==> config.mk <==
export PLATFORM = sky130hd
export DESIGN_NAME = inst_fetch
export DESIGN_NICKNAME = d
export VERILOG_FILES = /design/src/verilog/fetch_pkg.sv /design/src/verilog/inst_fetch.sv
export SDC_FILE = /design/constraint.sdc
export NUM_CORES = 1
export LEC_CHECK = 0
export BUFFER_PORTS_ARGS = -buffer_cell sky130_fd_sc_hd__buf_2
export CAP_MARGIN = 20
export CORE_UTILIZATION = 48
export DETAILED_ROUTE_END_ITERATION = 16
export GPL_ROUTABILITY_DRIVEN = 0
export PLACE_DENSITY = 0.87
export SLEW_MARGIN = 20
export SYNTH_ARGS = -nofsm -noshare
export SYNTH_HDL_FRONTEND = slang
export SYNTH_SLANG_ARGS = --single-unit
export TNS_END_PERCENT = 50
==> constraint.sdc <==
create_clock -name clk -period 4.6 [get_ports clk]
set_input_delay 0.46 -clock clk [delete_from_list [all_inputs] [get_ports clk]]
set_output_delay 0.46 -clock clk [all_outputs]
set_load 0.1 [all_outputs]
==> src/verilog/fetch_pkg.sv <==
/*
 * shared types for the instruction fetch front end
 * read-channel structs carry only the fields in use, with no rresp and
 * no write channels since memory is never written over AXI-lite
 * addresses are byte addresses and instructions are 32-bit words
 */
package fetch_pkg;

    // byte address, used for the PC and the read address
    typedef logic [31:0] addr_t;

    // one instruction word
    typedef logic [31:0] inst_t;

    // word offset from the memory base, i.e. byte offset without bits [1:0]
    typedef logic [29:0] word_idx_t;

    // read master states
    typedef enum logic {
        idle = 1'b0,
        busy = 1'b1
    } fetch_state_t;

    // read-address channel, master to slave
    // arready runs the other way as its own port
    typedef struct packed {
        logic  arvalid;
        addr_t araddr;
    } axi_ar_t;

    // read-data channel, slave to master
    // rready runs the other way as its own port
    typedef struct packed {
        logic  rvalid;
        inst_t rdata;
    } axi_r_t;

endpackage

==> src/verilog/inst_fetch.sv <==
/*
 * AXI-lite read master that fetches one word each time the PC changes
 * the last fetched PC resets to zero, so the reset PC must be nonzero
 * expects the PC to move only while idle, which the sequencer ensures
 * inst is the slave's held read data and is valid while inst_valid is high
 */
`timescale 1ns/1ps

module inst_fetch
    import fetch_pkg::*;
(
    input  logic    clk,
    input  logic    rst,
    input  addr_t   pc,
    output axi_ar_t ar,
    input  logic    arready,
    input  axi_r_t  r,
    output logic    rready,
    output inst_t   inst,
    output logic    inst_valid
);

    fetch_state_t state;
    fetch_state_t state_next;
    addr_t        last_pc;
    logic         pc_change;
    logic         state_idle;
    logic         state_busy;
    logic         ar_fire;
    logic         r_fire;

    // new fetch request whenever the PC differs from the last one sent
    assign pc_change = (pc != last_pc);

    assign state_idle = (state == idle);
    assign state_busy = (state == busy);

    // address phase only from idle
    always_comb begin
        ar.arvalid = state_idle & pc_change;
        ar.araddr  = pc;
    end

    // ready for data exactly while waiting for it
    assign rready = state_busy;

    assign ar_fire = ar.arvalid & arready;
    assign r_fire  = r.rvalid & rready;

    // idle -> busy on address handshake, back on data handshake
    always_comb begin
        state_next = state;
        case (state)
            idle: begin
                if (ar_fire) begin
                    state_next = busy;
                end
            end
            busy: begin
                if (r_fire) begin
                    state_next = idle;
                end
            end
            default: begin
                state_next = idle;
            end
        endcase
    end

    always_ff @(posedge clk) begin
        if (rst) begin
            state <= idle;
        end else begin
            state <= state_next;
        end
    end

    // remember the PC once its read is accepted
    // with arready high while idle this is the same edge the change shows up
    always_ff @(posedge clk) begin
        if (rst) begin
            last_pc <= '0;
        end else if (ar_fire) begin
            last_pc <= pc;
        end
    end

    // word belongs to pc once back in idle with nothing new pending
    assign inst_valid = state_idle & ~pc_change;
    assign inst       = r.rdata;

endmodule

==> flow_summary.toml, run 1 <==
[outcome]
status = "completed"

[power]
p_leak_nw = 0.950
power.switching_uw = 292
pwr_density_cell_mw_per_mm2 = 340
peakVddDrop_uv = 212
swShare_pct = 37.5
power_frac_clock_pct = 27.0
seq_power_share_pct = 41.0
intPower_uw = 487
comb_power_share_pct = 32.1

[sta]
finalCritPeriodShare_pct = 55.0
finalHoldViolations = 0
setup_tns_ps = 0
slew_headroom_pct = 49.2
setup-violations-final = 0
max_freq_ghz = 0.395
tightest_slew_ps = 761
finalClockSkew_ps = 4.52
rsz0062_at_grt = "no"
post-route-min-period_ps = 2530
drv_slew = 0

[route]
drt_first_iter_violations = 54
drcViolationCount = 0
wirelength_um = 3790
num_vias = 1491
ant_nets = 0
avgRoutedWirePerCell_um = 12.3
drtPass1Iterations = 4
via_per_inst = 4.83

[flow_run]
maxCapViolCount = 0

[critical_path]
worstSetupPathType = "flip-flop to output pin"
worstPathArrival_ps = 2070
required_ps = 4140
start_kind = "flip-flop"
ff2ff_path_depth = 6
r2r_start = "last_pc[31]"
timing.rr.end = "last_pc[20]"
crit_path_end_kind = "output pin"
critPathMaxFanout = 3
r2r_setup_slack_ps = 2560

[clock_network]
holdBufCountCts = 0
post_cts_buffers = 0
numCtsBuffers = 5
clockRootBuffer = "clkbuf_8"
path_clk_slew_ps = 70
clock_path_buffers = 2
cts.repair.resized = 0
htree_levels = 2
tritoncts = "yes"
insertion_delay_ps = 280
cts.sinks = 33

[global_route]
use_met1_pct = 18.8
grt_pass1_wl_um = 5940
groute.layer.met2.usage_pct = 24.2
grt.total_usage_pct = 15.0
grt.overflow.total = 0
met3_usage_pct = 3.52
gr-max-usage-layer = "met2"
antenna_found_initial = 0
grt_max_degree = 66
grt_pass1_vias = 1357

[floorplanning]
initial_utilization_pct = 51.6
die_area_mm2 = 0.00513
io-pin-count = 135
core_area_mm2 = 0.00450
die_w_um = 71.6
rows = 24
die_h_um = 71.6

[layout]
area_delta_synth_final_pct = -1.29
layout_commonest_cell = "buf_2"
final_cells = 309
post-route-util_pct = 50.9
n_antenna_cell = 0
fin_nets = 324
layout-drive-gt1-share_pct = 31.1
final_cell_mix = "70 x buf_2, 62 x nand2b_1, 33 x dfxtp_1, 32 x xnor2_1, 32 x mux2i_1"

[synth]
syn-num-nets = 320
syn_area_mm2 = 0.00232
ys_seq_area_share_pct = 28.4
avgSynthCellArea_um2 = 9.23
synth_cell_type_count = 16
synthCells = 252
yosysWarnings = 0
ys_ff_latch = 33

[hold_path]
min_path_cells = 3
hold_class = "input port to flip-flop"
hp-start = "pc[13]"
hold_end = "last_pc[13]"

[placed_design]
io_buffers = 70
post-dp-hpwl_um = 2760
dp.cells = 301
-- per-stage QoR --
stage | area (um^2) | total power, mW | setup slack [ps] | hold slack [ps]
after floorplan | 2320 | 0.679 | 1720 | 461
after CTS | 2290 | 0.788 | 2040 | 455
after global routing | 2290 | 0.814 | 1910 | 468
after global placement | 2210 | 0.573 | 2120 | 471
after detailed placement | 2210 | 0.577 | 2080 | 477
final | 2290 | 0.779 | 2070 | 459
-- cell type report --
cell class                 count  area, um^2
clock buffer                   8        80.1
fill                         420        2210
multi-input combinational    145        1130
sequential                    33         661
tap                           52        65.1
timing repair buffer          71         358
-- worst max-delay path, cell delays in order, from the launching register on --
cell and delay, ps:
dfxtp_1 320, xnor2_1 190, nand4_1 150, nor4_2 510
nand2_1 100, nor2_1 90, buf_2 440
-- cell families (layout without fill, tap and decap cells) --
logic type | after synthesis | in the layout | share of synthesized area (%)
AOI/OAI and AO/OA | 3 | 3 | 1.02
xor gates and xnor gates | 32 | 32 | 12.1
buffers and inverters | 74 | 79 | 23.3
DFF | 33 | 33 | 28.4
muxes | 32 | 32 | 13.8
and+or+nand+nor | 78 | 78 | 21.5
-- flip-flops by register name (all words and copies together) (netlist names) --
| name | flops |
|---|---|
| last_pc | 32 |
| rready | 1 |
-- power groups by stage --
| stage | clock, mW | sequential (mW) | combinational, mW |
|---|---|---|---|
| 6_report | 0.210 | 0.319 | 0.250 |
| 3_5_place_dp | 0 | 0.326 | 0.252 |
| 3_3_place_gp | 0 | 0.324 | 0.249 |
| 4_1_cts | 0.216 | 0.319 | 0.252 |
| 5_1_grt | 0.228 | 0.322 | 0.264 |
| 2_1_floorplan | 0 | 0.327 | 0.351 |
-- worst max path at each step --
stage                            from          to  depth (start not counted)
after floorplan                 pc[9]  inst_valid                          5
after global placement         pc[25]  inst_valid                          7
after detailed placement       pc[25]  inst_valid                          7
after CTS                 last_pc[25]  inst_valid                          6
after global routing      last_pc[29]  inst_valid                          6
final                      last_pc[9]  inst_valid                          6
-- per-layer routing --
| layer | part of all wire, % | wire length [um] |
|---|---|---|
| met1 | 45 | 1720 |
| met2 | 46 | 1750 |
| met3 | 6.4 | 242 |
| met4 | 2.2 | 82 |
| met5 | 0 | 0 |
-- synthesized netlist by cell type --
master | n | share of area (%)
clkbuf_1 | 7 | 1.1
nor2_1 | 1 | 0.16
nand4_1 | 8 | 2.2
a21oi_2 | 1 | 0.38
or2b_1 | 3 | 0.97
nor4_2 | 2 | 1.1
a21oi_1 | 1 | 0.22
nand2b_1 | 62 | 17
o21ba_2 | 1 | 0.43
buf_4 | 64 | 21
nand2_1 | 1 | 0.16
buf_6 | 3 | 1.5
mux2i_1 | 32 | 14
xnor2_1 | 32 | 12
dfxtp_1 | 33 | 28
nor2b_1 | 1 | 0.27
(Power assumes the default switching activity.)
==> run 2: changes to the inputs <==
--- a/config.mk
+++ b/config.mk
@@ -7,10 +7,10 @@
 export LEC_CHECK = 0
 export BUFFER_PORTS_ARGS = -buffer_cell sky130_fd_sc_hd__buf_2
 export CAP_MARGIN = 20
-export CORE_UTILIZATION = 48
+export CORE_UTILIZATION = 40
 export DETAILED_ROUTE_END_ITERATION = 16
 export GPL_ROUTABILITY_DRIVEN = 0
-export PLACE_DENSITY = 0.87
+export PLACE_DENSITY = 0.77
 export SLEW_MARGIN = 20
 export SYNTH_ARGS = -nofsm -noshare
 export SYNTH_HDL_FRONTEND = slang
==> constraint.sdc (replaced) <==
create_clock -name clk -period 2.13 [get_ports clk]
set_input_delay 0.213 -clock clk [delete_from_list [all_inputs] [get_ports clk]]
set_output_delay 0.213 -clock clk [all_outputs]
set_load 0.1 [all_outputs]
==> run 2 against run 1 <==
Against the previous run:
- clock power rose to 2.5 times the previous value
- final cell count increased by 6.8%
- clock-buffer cell count decreased by 1
- total power is 130% higher
- die area rose by 19%
- hold slack worse by 260 ps
- highest routed layer unchanged
==> flow_summary.toml, run 2 (synthesis gave the netlist of run 1 again) <==
[global_route]
antenna_found_initial = 0
grt.overflow.total = 0
grt_pass1_vias = 1398
grt.total_usage_pct = 14.1
grt_max_degree = 66
grt_pass1_wl_um = 6530

[critical_path]
crit_path_end_kind = "output pin"
timing.rr.end = "last_pc[6]"
r2r_start = "last_pc[10]"
r2r_setup_slack_ps = 280
required_ps = 1920
start_kind = "flip-flop"
worstSetupPathType = "flip-flop to output pin"
worstPathArrival_ps = 1850
critPathMaxFanout = 3
ff2ff_path_depth = 7

[clock_network]
htree_levels = 2
insertion_delay_ps = 290
clockRootBuffer = "clkbuf_8"
tritoncts = "yes"
clock_path_buffers = 2
cts.sinks = 33
path_clk_slew_ps = 70
numCtsBuffers = 5
holdBufCountCts = 0

[layout]
post-route-cell-area_mm2 = 0.00243
n_antenna_cell = 0
fin_nets = 325
top_register = "last_pc"
layout_commonest_cell = "buf_2"
layout-drive-gt1-share_pct = 36.0
area_delta_synth_final_pct = 4.57
largest_reg_flops = 32
final_cell_mix = "69 x buf_2, 62 x nand2b_1, 32 x mux2i_1, 29 x xnor2_1, 29 x dfxtp_1"
nFillCells = 550

[sta]
drv_slew = 0
setup_tns_ps = 0
finalHoldViolations = 0
tightest_slew_ps = 778
setup-violations-final = 0
post-route-min-period_ps = 2070
max_freq_ghz = 0.484
finalCritPeriodShare_pct = 97.0
finalClockSkew_ps = 4.56
rsz0062_at_grt = "yes"
slew_headroom_pct = 48.1

[route]
via_per_inst = 4.56
ant_nets = 0
drtPass1Iterations = 4
drt_first_iter_violations = 96
drcViolationCount = 0
wirelength_um = 4230
num_vias = 1506
avgRoutedWirePerCell_um = 12.8

[power]
seq_power_share_pct = 38.8
swShare_pct = 37.2
p_leak_nw = 1.02
comb_power_share_pct = 31.2
power_frac_clock_pct = 30.0
peakVddDrop_uv = 363
intPower_mw = 1.12
power.switching_uw = 663
pwr_density_cell_mw_per_mm2 = 733

[outcome]
status = "completed"

[floorplanning]
die_w_um = 78.2
rows = 27
core_area_mm2 = 0.00554
io-pin-count = 135
die_h_um = 78.2
initial_utilization_pct = 42.0
die_area_mm2 = 0.00612

[hold_path]
hold_end = "last_pc[22]"
min_path_cells = 3
hp-start = "pc[22]"
hold_class = "input port to flip-flop"

[flow_run]
maxCapViolCount = 0

[placed_design]
post-dp-hpwl_um = 3180
dpl_cell_area_mm2 = 0.00227
io_buffers = 70
-- run 2: cell types whose count changed in the layout (fill, tap and decap cells not counted), sizes merged --
cell,delta
clkbuf,-1
clkinv,+1
buf,+1
-- run 2: power groups by stage --
stage / Sequential (mW) / Combinational (mW) / Clock [mW]
after floorplan: 0.707 / 0.759 / 0
after global placement: 0.700 / 0.546 / 0
after global routing: 0.698 / 0.585 / 0.586
final: 0.692 / 0.557 / 0.534
after CTS: 0.689 / 0.558 / 0.556
after detailed placement: 0.703 / 0.554 / 0
-- run 2: critical path, cell delays in order, from the launching register on --
cell     delay, ps
dfxtp_2        330
xnor2_1        140
nand4_1        210
nor4_4         430
nand2_2        120
nor2_4         150
buf_12         180
-- run 2: routing by layer --
metal | track usage [%] | routed length, um | share of wire [%] | up-vias
met5 | 0 | 0 | 0 | -
met4 | 8.33 | 95 | 2.2 | 0
met3 | 3.37 | 266 | 6.3 | 17
met2 | 23.8 | 2110 | 50 | 49
met1 | 16.2 | 1760 | 42 | 690
li1 | - | - | - | 750
-- run 2: final cells by class --
class                   count  area, um^2  share of cell area (%)
clock buffers               7        96.3                    3.96
clock inverters             1        5.00                   0.206
multi-input cells         145        1180                    48.6
flip-flops and latches     33         666                    27.4
well taps                  72        90.1                    3.71
repair buffers             72         393                    16.2
-- run 2: what timing repair did --
action,4_1_cts,5_1_grt
endpoints found under the setup margin,2,1
endpoints found under the hold margin,0,0
pin swaps,1,9
cloned,0,0
resized for setup,3,9
setup buffers,1,0
-- run 2: metrics by stage --
step | utilization (%) | total power [mW] | instances | hold WS [ps] | setup slack [ps]
6_report | 43.9 | 1.78 | 330 | 200 | 64.4
5_1_grt | 43.9 | 1.87 | 330 | 211 | -34.8
4_1_cts | 43.2 | 1.80 | 330 | 197 | 34.2
3_5_place_dp | 40.9 | 1.26 | 321 | 427 | 162
3_3_place_gp | 40.9 | 1.25 | 321 | 427 | 222
2_1_floorplan | - | 1.47 | 252 | 368 | -365
-- run 2: worst max-delay path by stage --
stage	cells after the start	end	from
2_1_floorplan	1	ar[32]	rready
3_3_place_gp	7	inst_valid	pc[9]
3_5_place_dp	7	inst_valid	pc[9]
4_1_cts	6	inst_valid	last_pc[6]
5_1_grt	6	inst_valid	last_pc[14]
6_report	6	inst_valid	last_pc[22]
