$ cat config.mk
export PLATFORM = sky130hd
export DESIGN_NAME = pc_sequencer
export DESIGN_NICKNAME = d
export VERILOG_FILES = /design/src/verilog/fetch_pkg.sv /design/src/verilog/pc_sequencer.sv
export SDC_FILE = /design/constraint.sdc
export NUM_CORES = 1
export LEC_CHECK = 0
export BUFFER_PORTS_ARGS = -buffer_cell sky130_fd_sc_hd__buf_2
export CAP_MARGIN = 20
export CORE_MARGIN = 5
export CORE_UTILIZATION = 28
export CTS_CLUSTER_SIZE = 28
export DETAILED_ROUTE_END_ITERATION = 8
export PLACE_DENSITY = 0.57
export SKIP_LAST_GASP = 1
export SLEW_MARGIN = 0
export SYNTH_ARGS = -nofsm -noshare
export SYNTH_HDL_FRONTEND = slang
export SYNTH_SLANG_ARGS = --single-unit
$ cat constraint.sdc
create_clock -name clk -period 5.05 [get_ports clk]
set_clock_uncertainty 0.1 [all_clocks]
set_input_delay 0.7575 -clock clk [delete_from_list [all_inputs] [get_ports clk]]
set_output_delay 0.7575 -clock clk [all_outputs]
set_load 0.03 [all_outputs]
$ cat src/verilog/fetch_pkg.sv
/*
 * shared types for the instruction fetch front end
 * read-channel structs carry only the fields in use, with no rresp and
 * no write channels since memory is never written over AXI-lite
 * addresses are byte addresses and instructions are 32-bit words
 */
package fetch_pkg;

    // byte address, used for the PC and the read address
    typedef logic [31:0] addr_t;

    // one instruction word
    typedef logic [31:0] inst_t;

    // word offset from the memory base, i.e. byte offset without bits [1:0]
    typedef logic [29:0] word_idx_t;

    // read master states
    typedef enum logic {
        idle = 1'b0,
        busy = 1'b1
    } fetch_state_t;

    // read-address channel, master to slave
    // arready runs the other way as its own port
    typedef struct packed {
        logic  arvalid;
        addr_t araddr;
    } axi_ar_t;

    // read-data channel, slave to master
    // rready runs the other way as its own port
    typedef struct packed {
        logic  rvalid;
        inst_t rdata;
    } axi_r_t;

endpackage

$ cat src/verilog/pc_sequencer.sv
/*
 * program counter for the fetch front end
 * advances by four on each accepted instruction (inst_valid high, stall low)
 * a redirect strobe is held until the next advance and wins over the increment
 * a redirect to the PC that is already current does not cause a refetch
 */
`timescale 1ns/1ps

module pc_sequencer
    import fetch_pkg::*;
#(
    parameter addr_t RESET_PC = 32'h8000_0000
) (
    input  logic  clk,
    input  logic  rst,
    input  logic  stall,
    input  logic  redirect,
    input  addr_t redirect_pc,
    input  logic  inst_valid,
    output addr_t pc
);

    logic  advance;
    logic  take_redirect;
    logic  redir_pending;
    addr_t redir_target;
    addr_t next_target;
    addr_t pc_q;

    // instruction accepted this cycle
    assign advance = inst_valid & ~stall;

    // a strobe in the same cycle as an advance counts right away
    assign take_redirect = redirect | redir_pending;
    assign next_target   = redirect ? redirect_pc : redir_target;

    always_ff @(posedge clk) begin
        if (rst) begin
            pc_q <= RESET_PC;
        end else if (advance) begin
            if (take_redirect) begin
                pc_q <= next_target;
            end else begin
                pc_q <= pc_q + 32'd4;
            end
        end
    end

    // pending flag, consumed by the next advance
    always_ff @(posedge clk) begin
        if (rst) begin
            redir_pending <= 1'b0;
        end else if (advance) begin
            redir_pending <= 1'b0;
        end else if (redirect) begin
            redir_pending <= 1'b1;
        end
    end

    // latest strobe overwrites an older pending target
    always_ff @(posedge clk) begin
        if (redirect) begin
            redir_target <= redirect_pc;
        end
    end

    assign pc = pc_q;

endmodule
==> results.txt, run 1 <==
----------------------------------------------------
[Global routing]
  Wire length of the first global-routing pass ... 14.0 mm
  Combined global-route utilization of all metal layers ... 0.136
  GRT overflow ... 0
  Vias in the first global route ... 2621
  Initial antenna violation count ... 0
  Maximum number of pins on one net before global-route repair ... 37

[Clocking]
  Deepest level of the CTS H-tree ... 3
  Number of buffers created by CTS ... 9
  Later-pin clock latency in the skew report ... 0.35 ns
  Number of hold buffers added after cts ... 0
  TritonCTS Sinks ... 65
  Clock input transition at the sequential cells of the worst setup and hold paths ... 0.07 ns
  Post-CTS Repair Setup Buffers ... 0
  Clk buf depth ... 2
  CTS Root Buffer Type ... sky130_fd_sc_hd__clkbuf_8
  Number of gates given a new drive strength after cts ... 0
  TritonCTS clock tree ... done

[Synthesis]
  Leading area contributor after synthesis ... sky130_fd_sc_hd__dfxtp_1
  Xor/xnor share of the synthesized area ... 0.00287
  Number of flip-flops and latches in the synthesized netlist ... 65
  Register area share after synthesis ... 0.426
  Area fraction in compound gates after synthesis ... 0.178
  Post-synthesis adder-cell area fraction ... 0.00409
  Post-Syn Area ... 0.00306 sq mm
  Post-synthesis share of cell area spent on and, or, nand and nor gates ... 0.235
  Post-synthesis mux area share ... 0.122
  Area share of the leading cell type in the synthesized netlist ... 0.426
  Per-instance average area after synthesis ... 8.71 sq um
  Synthesized instance count ... 351
  Net count of the mapped netlist ... 389
  Primary flip-flop cell chosen by synthesis mapping ... sky130_fd_sc_hd__dfxtp_1
  Combinational family with the most area after synthesis ... simple AND/OR/NAND/NOR gates
  Synth warnings ... 0
  Number of enable-type register cells in the synthesized netlist ... 0
  Most frequent cells after synthesis ... 65 x sky130_fd_sc_hd__dfxtp_1, 35 x sky130_fd_sc_hd__nor2_1, 33 x sky130_fd_sc_hd__mux2_2, 32 x sky130_fd_sc_hd__nand2_1, 23 x sky130_fd_sc_hd__a21oi_1
  Number of unique standard cell types used by synthesis ... 48
  Dominant cells by area after synthesis ... sky130_fd_sc_hd__dfxtp_1 43%, sky130_fd_sc_hd__mux2_2 12%, sky130_fd_sc_hd__nor2_1 4.3%
  Library cell with the highest instance count after synthesis ... sky130_fd_sc_hd__dfxtp_1
  Async set-reset flop share out of synthesis ... 0

[Setup path]
  Critical path cell sequence ... ha_1 > nand4_1 > nor4_2 > nand2_1 > or4_1 > o211ai_1
  Slowest stage cell, crit path ... sky130_fd_sc_hd__nor4_2
  Worst path max stage delay ... 0.75 ns
  Cell family with the largest share of critical-path delay ... simple AND/OR/NAND/NOR gates
  Critical setup path kind ... reg -> reg
  WP data required ... 5.22 ns
  Arrival time of data at the critical path endpoint ... 2.75 ns
  Worst Setup Start Kind ... register
  Critical Path Fanout Max ... 7
  Type of destination of the critical path ... register
  Bufs and invs on worst path ... 0

[Route]
  Drt wl/cell ... 16.2 microns
  Total vias in the final route ... 2815
  Aggregate routed wire length ... 8.95 mm
  Number of remaining DRC errors ... 0
  Average vias per placed instance ... 5.08
  Initial drt markers ... 184
  Final antenna-violating net count ... 0
  Number of search-and-repair iterations in the first detailed-routing pass ... 4

[Die]
  Starting density of the core ... 0.283
  Cell row count ... 38
  Total I/O pin count ... 69
  Width of the chip ... 114 microns
  Core area ... 0.0108 sq mm
  Area of the die ... 0.0131 sq mm
  Vert. Die Dim ... 114 microns

[STA]
  Period utilisation layout ... 0.511
  Fmax ... 387 MHz
  Worst relative slew slack ... 0.462
  Count of endpoints failing setup in the final report ... 0
  Unrepaired setup endpoints after global routing ... false
  Number of pins exceeding their max-slew limit in the final report ... 0
  Post-route setup TNS ... 0 ns
  Slew at the pin closest to its max-slew limit ... 0.804 ns
  Hold Fails Final Rpt ... 0
  Fin crit period ... 2.58 ns

[Placed design]
  Dpl hpwl ... 6.29 mm
  Count of input and output buffers ... 68
  Gp weighted congestion ... 0.758
  Cells after DPL ... 539

[Power]
  Total internal power ... 0.839 mW
  Net switching component of the power ... 0.330 mW
  Static leakage ... 1.42 nW
  Power share of the sequential group ... 0.501
  Largest vdd supply drop ... 0.0996 mV
  Share of total power consumed by net switching ... 0.283
  Power share of the combinational group ... 0.151
  Power density relative to cell area ... 316 mW/mm^2
  Clk network pwr share ... 0.348
  Total chip power ... 1.17 mW

[Final layout]
  Area added between synthesis and finish ... 21.0%
  Antenna cell count ... 0
  Post-Layout Cell Count ... 554
  Share of post-route cells with drive strength above 1 ... 0.309
  Net count, final ... 448

[Status]
  Outcome ... complete, no violations

[Min path]
  Worst hold path type ... reg -> reg

[Flow run]
  Max cap viols ... 0

----------------------------------------------------
==> power by group through the flow <==
stage          Sequential (mW)  Clock [mW]  Combinational (mW)
6_report                 0.585       0.407               0.177
5_1_grt                  0.591       0.442               0.194
4_1_cts                  0.586       0.418               0.179
3_5_place_dp             0.598           0               0.177
3_3_place_gp             0.596           0               0.175
2_1_floorplan            0.615           0              0.0969
==> path summary, 6_finish.rpt <==
path                             from                       end  slack [ns]  cells past startpoint
min reg2reg  redir_target[22]$_DFF_P_  redir_target[22]$_DFF_P_        0.38                      1
max reg2reg        pc[2]$_SDFFE_PP0P_       pc[18]$_SDFFE_PP0P_        2.47                      6
max                pc[2]$_SDFFE_PP0P_       pc[18]$_SDFFE_PP0P_        2.47                      6
min          redir_target[22]$_DFF_P_  redir_target[22]$_DFF_P_        0.38                      1
==> area by class of cell <==
cell class / count / area, sq um
fill: 1131 / 7100
tap: 140 / 175
timing repair buffer: 73 / 378
clock inverter: 3 / 15.0
sequential: 65 / 1300
clock buffer: 12 / 165
inverter: 2 / 7.51
multi-input combinational: 259 / 1660
==> sequential cells by signal, indices dropped and copies added, names as in the netlist <==
register and flops:
pc 32, redir_target 32, redir_pending 1
==> through the flow <==
| stage | setup slack, ns | instance area, sq um | hold slack [ns] | util |
|---|---|---|---|---|
| finish | 2.47 | 3700 | 0.378 | 0.343 |
| global route | 2.30 | 3700 | 0.392 | 0.343 |
| CTS | 2.49 | 3700 | 0.381 | 0.343 |
| floorplan | 2.65 | 3060 | 0.345 | - |
| global placement | 2.46 | 3520 | 0.360 | 0.326 |
| detailed placement | 2.41 | 3520 | 0.364 | 0.326 |
==> logic make-up (layout without fill, tap and decap cells) <==
group	count (synthesis)	in the layout
compound gates	85	85
xor+xnor	1	1
fa+ha+maj	1	1
buf+inv	27	90
flops	65	65
mux	33	33
simple gates	139	139
==> routing by layer <==
layer	global-route usage	routed length, microns	vias up
li1	-	-	1411
met1	0.181	4160	1305
met2	0.206	4030	92
met3	0.0381	659	7
met4	0.0546	96	0
met5	0	0	-
==> worst reg2reg max path, delay by kind of cell, from the launching register on <==
| family | cells | cell delay (ns) |
|---|---|---|
| simple gates | 4 | 1.60 |
| flops | 1 | 0.44 |
| fa+ha+maj | 1 | 0.26 |
| compound gates | 1 | 0.10 |
==> cell usage in the layout, fill, tap and decap left out, types with 3 or more instances in the layout <==
| cell | count |
|---|---|
| sky130_fd_sc_hd__clkinv_2 | 3 |
| sky130_fd_sc_hd__nor2b_1 | 3 |
| sky130_fd_sc_hd__o21ai_0 | 19 |
| sky130_fd_sc_hd__buf_2 | 68 |
| sky130_fd_sc_hd__a22oi_1 | 14 |
| sky130_fd_sc_hd__clkbuf_8 | 12 |
| sky130_fd_sc_hd__a31oi_1 | 7 |
| sky130_fd_sc_hd__o31ai_1 | 4 |
| sky130_fd_sc_hd__nand4_1 | 11 |
| sky130_fd_sc_hd__nor3_1 | 11 |
| sky130_fd_sc_hd__nand2_1 | 32 |
| sky130_fd_sc_hd__mux2_2 | 33 |
| sky130_fd_sc_hd__dfxtp_1 | 65 |
| sky130_fd_sc_hd__a21oi_1 | 23 |
| sky130_fd_sc_hd__a221oi_1 | 4 |
| sky130_fd_sc_hd__nor4_1 | 3 |
| sky130_fd_sc_hd__nor2_1 | 34 |
| sky130_fd_sc_hd__nand3_1 | 18 |
| sky130_fd_sc_hd__buf_4 | 5 |
| sky130_fd_sc_hd__or3_1 | 7 |
No activity file was read; power rests on OpenSTA's default activity.
==> run 2: changes to the inputs <==
PLACE_DENSITY = 0.59   (was 0.57)
clock period = 2.25 ns   (was 5.05 ns; I/O delays follow)
==> run 2 against run 1 <==
Compared with the run above: critical path depth shrank 1; clock power grew to 2.6 times the previous value; critical endpoint is now pc[27]$_SDFFE_PP0P_; final cell count increased by 4.0%.
==> results.txt, run 2 (same netlist as run 1, synthesis figures left out) <==
----------------------------------------------------
[Setup path]
  Slack of the worst reg-to-reg path ... 0.15 ns (was 2.47 ns)
  Type of destination of the critical path ... register (unchanged)
  Critical Path Fanout Max ... 6 (was 7)
  Reg-to-Reg End ... pc[27]$_SDFFE_PP0P_ (was pc[18]$_SDFFE_PP0P_)
  Cells on worst reg2reg path ... 5 (was 6)
  Worst path max stage delay ... 0.58 ns (was 0.75 ns)
  WP data required ... 2.38 ns (was 5.22 ns)
  Cell family with the largest share of critical-path delay ... simple AND/OR/NAND/NOR gates (unchanged)
  Slowest stage cell, crit path ... sky130_fd_sc_hd__or4_4 (was sky130_fd_sc_hd__nor4_2)
  Worst Setup Start Kind ... register (unchanged)
  Arrival time of data at the critical path endpoint ... 2.23 ns (was 2.75 ns)
  Bufs and invs on worst path ... 0 (unchanged)
  Crit Reg-Reg Startpoint ... pc[5]$_SDFFE_PP0P_ (was pc[2]$_SDFFE_PP0P_)
  Critical path cell sequence ... nand3_1 > or4_4 > nor4_4 > nor2_1 > a211o_1 (was ha_1 > nand4_1 > nor4_2 > nand2_1 > or4_1 > o211ai_1)
  Critical setup path kind ... reg -> reg (unchanged)

[Global routing]
  Combined global-route utilization of all metal layers ... 0.146 (was 0.136)
  Maximum number of pins on one net before global-route repair ... 32 (was 37)
  Initial antenna violation count ... 0 (unchanged)
  Vias in the first global route ... 2905 (was 2621)
  Wire length of the first global-routing pass ... 15.0 mm (was 14.0 mm)
  GRT overflow ... 0 (unchanged)

[Power]
  Power share of the combinational group ... 0.155 (was 0.151)
  Net switching component of the power ... 0.759 mW (was 0.330 mW)
  Clk network pwr share ... 0.377 (was 0.348)
  Largest vdd supply drop ... 0.449 mV (was 0.0996 mV)
  Total internal power ... 2.03 mW (was 0.839 mW)
  Static leakage ... 1.55 nW (was 1.42 nW)
  Power share of the sequential group ... 0.469 (was 0.501)
  Total chip power ... 2.78 mW (was 1.17 mW)
  Power density relative to cell area ... 715 mW/mm^2 (was 316 mW/mm^2)
  Share of total power consumed by net switching ... 0.273 (was 0.283)

[Clocking]
  Number of buffers created by CTS ... 9 (unchanged)
  TritonCTS Sinks ... 65 (unchanged)
  Clk buf depth ... 2 (unchanged)
  Deepest level of the CTS H-tree ... 3 (unchanged)
  TritonCTS clock tree ... done (unchanged)
  CTS Root Buffer Type ... sky130_fd_sc_hd__clkbuf_8 (unchanged)
  Number of hold buffers added after cts ... 0 (unchanged)
  Clock input transition at the sequential cells of the worst setup and hold paths ... 0.07 ns (about the same)
  Later-pin clock latency in the skew report ... 0.34 ns (was 0.35 ns)

[Final layout]
  Share of post-route cells with drive strength above 1 ... 0.339 (was 0.309)
  Antenna cell count ... 0 (unchanged)
  Post-Layout Cell Count ... 576 (was 554)
  Net count, final ... 469 (was 448)
  Most frequent cells in the layout ... 68 x sky130_fd_sc_hd__buf_2, 65 x sky130_fd_sc_hd__dfxtp_1, 35 x sky130_fd_sc_hd__nor2_1, 33 x sky130_fd_sc_hd__mux2_2, 32 x sky130_fd_sc_hd__nand2_1 (was 68 x sky130_fd_sc_hd__buf_2, 65 x sky130_fd_sc_hd__dfxtp_1, 34 x sky130_fd_sc_hd__nor2_1, 33 x sky130_fd_sc_hd__mux2_2, 32 x sky130_fd_sc_hd__nand2_1)
  Core occupancy in the finished layout ... 0.361 (was 0.343)
  Area added between synthesis and finish ... 27.3% (was 21.0%)
  Most common cell after layout, fill and taps aside ... sky130_fd_sc_hd__buf_2 (unchanged)

[Min path]
  Worst Hold End ... redir_target[13]$_DFF_P_ (was redir_target[22]$_DFF_P_)
  Launch instance of the worst min-delay path ... redirect_pc[13] (was redir_target[22]$_DFF_P_)
  Worst hold path type ... in -> reg (was reg -> reg)
  Number of cells on the worst hold path ... 2 (was 1)

[STA]
  Fmax ... 477 MHz (was 387 MHz)
  Number of pins exceeding their max-slew limit in the final report ... 0 (unchanged)
  Period utilisation layout ... 0.932 (was 0.511)
  Slew at the pin closest to its max-slew limit ... 0.509 ns (was 0.804 ns)
  Unrepaired setup endpoints after global routing ... false (unchanged)
  Fin crit period ... 2.10 ns (was 2.58 ns)
  Worst relative slew slack ... 0.658 (was 0.462)
  Hold Fails Final Rpt ... 0 (unchanged)
  Worst Hold Slack ... 0.136 ns (was 0.378 ns)
  Count of endpoints failing setup in the final report ... 0 (unchanged)

[Route]
  Number of search-and-repair iterations in the first detailed-routing pass ... 4 (unchanged)
  Initial drt markers ... 210 (was 184)
  Final antenna-violating net count ... 0 (unchanged)
  Drt wl/cell ... 16.2 microns (about the same)
  Total vias in the final route ... 2989 (was 2815)
  Number of remaining DRC errors ... 0 (unchanged)
  Aggregate routed wire length ... 9.34 mm (was 8.95 mm)
  Average vias per placed instance ... 5.19 (was 5.08)

[Die]
  Starting density of the core ... 0.283 (unchanged)
  Vert. Die Dim ... 114 microns (unchanged)
  Total I/O pin count ... 69 (unchanged)
  Area of the die ... 0.0131 sq mm (unchanged)
  Width of the chip ... 114 microns (unchanged)
  Cell row count ... 38 (unchanged)
  Core area ... 0.0108 sq mm (unchanged)

[Placed design]
  Cells after DPL ... 560 (was 539)
  Dpl hpwl ... 6.91 mm (was 6.29 mm)
  Count of input and output buffers ... 68 (unchanged)
  Gp weighted congestion ... 0.847 (was 0.758)

[Flow run]
  Max cap viols ... 0 (unchanged)

[Status]
  Outcome ... complete, no violations (unchanged)

----------------------------------------------------
-- run 2: worst max path at each step --
stage / startpoint / end / slack (ns) / cells after the start
floorplan: pc[9]$_SDFFE_PP0P_ / pc[29]$_SDFFE_PP0P_ / -0.04 / 5
global placement: pc[7]$_SDFFE_PP0P_ / pc[17]$_SDFFE_PP0P_ / 0.18 / 5
detailed placement: pc[5]$_SDFFE_PP0P_ / pc[17]$_SDFFE_PP0P_ / 0.14 / 6
CTS: pc[5]$_SDFFE_PP0P_ / pc[17]$_SDFFE_PP0P_ / 0.12 / 6
global route: pc[3]$_SDFFE_PP0P_ / pc[28]$_SDFFE_PP0P_ / 0.01 / 7
finish: pc[5]$_SDFFE_PP0P_ / pc[27]$_SDFFE_PP0P_ / 0.15 / 5
-- run 2: worst reg2reg max path, stage by stage (launching register included) --
cell	delay (ns)
sky130_fd_sc_hd__dfxtp_1	0.41
sky130_fd_sc_hd__nand3_1	0.14
sky130_fd_sc_hd__or4_4	0.58
sky130_fd_sc_hd__nor4_4	0.43
sky130_fd_sc_hd__nor2_1	0.10
sky130_fd_sc_hd__a211o_1	0.24
-- run 2: routing by layer --
metal	track usage	vias to the layer above	routed length (microns)
li1	-	1456	-
met1	0.192	1438	4340
met2	0.224	85	4270
met3	0.0497	10	614
met4	0.0483	0	121
met5	0	-	0
-- run 2: per-stage QoR --
step / cell area (sq um) / worst slack (ns) / setup TNS [ns]
finish: 3890 / 0.154 / 0
detailed placement: 3680 / 0.136 / 0
global route: 3890 / 0.0107 / 0
CTS: 3890 / 0.119 / 0
global placement: 3680 / 0.181 / 0
floorplan: 3070 / -0.0355 / -0.0742
-- run 2: area by class of cell --
type	instances	area (sq um)
clock buffers	14	173
clock inverters	2	35.0
fillers	1129	6900
inverters	2	7.51
multi-input cells	259	1670
flip-flops and latches	65	1300
well taps	140	175
repair buffers	94	536
-- run 2: what timing repair did --
action                     CTS  global route
setup endpoints to repair    0             4
gates resized for setup      0             1
buffers inserted             0             0
-- run 2: power groups by stage --
| stage | logic (mW) | clock network [mW] | registers, mW |
|---|---|---|---|
| after global placement | 0.430 | 0 | 1.33 |
| after floorplan | 0.218 | 0 | 1.38 |
| final | 0.431 | 1.05 | 1.31 |
| after detailed placement | 0.435 | 0 | 1.33 |
| after CTS | 0.437 | 1.07 | 1.30 |
| after global routing | 0.477 | 1.13 | 1.32 |
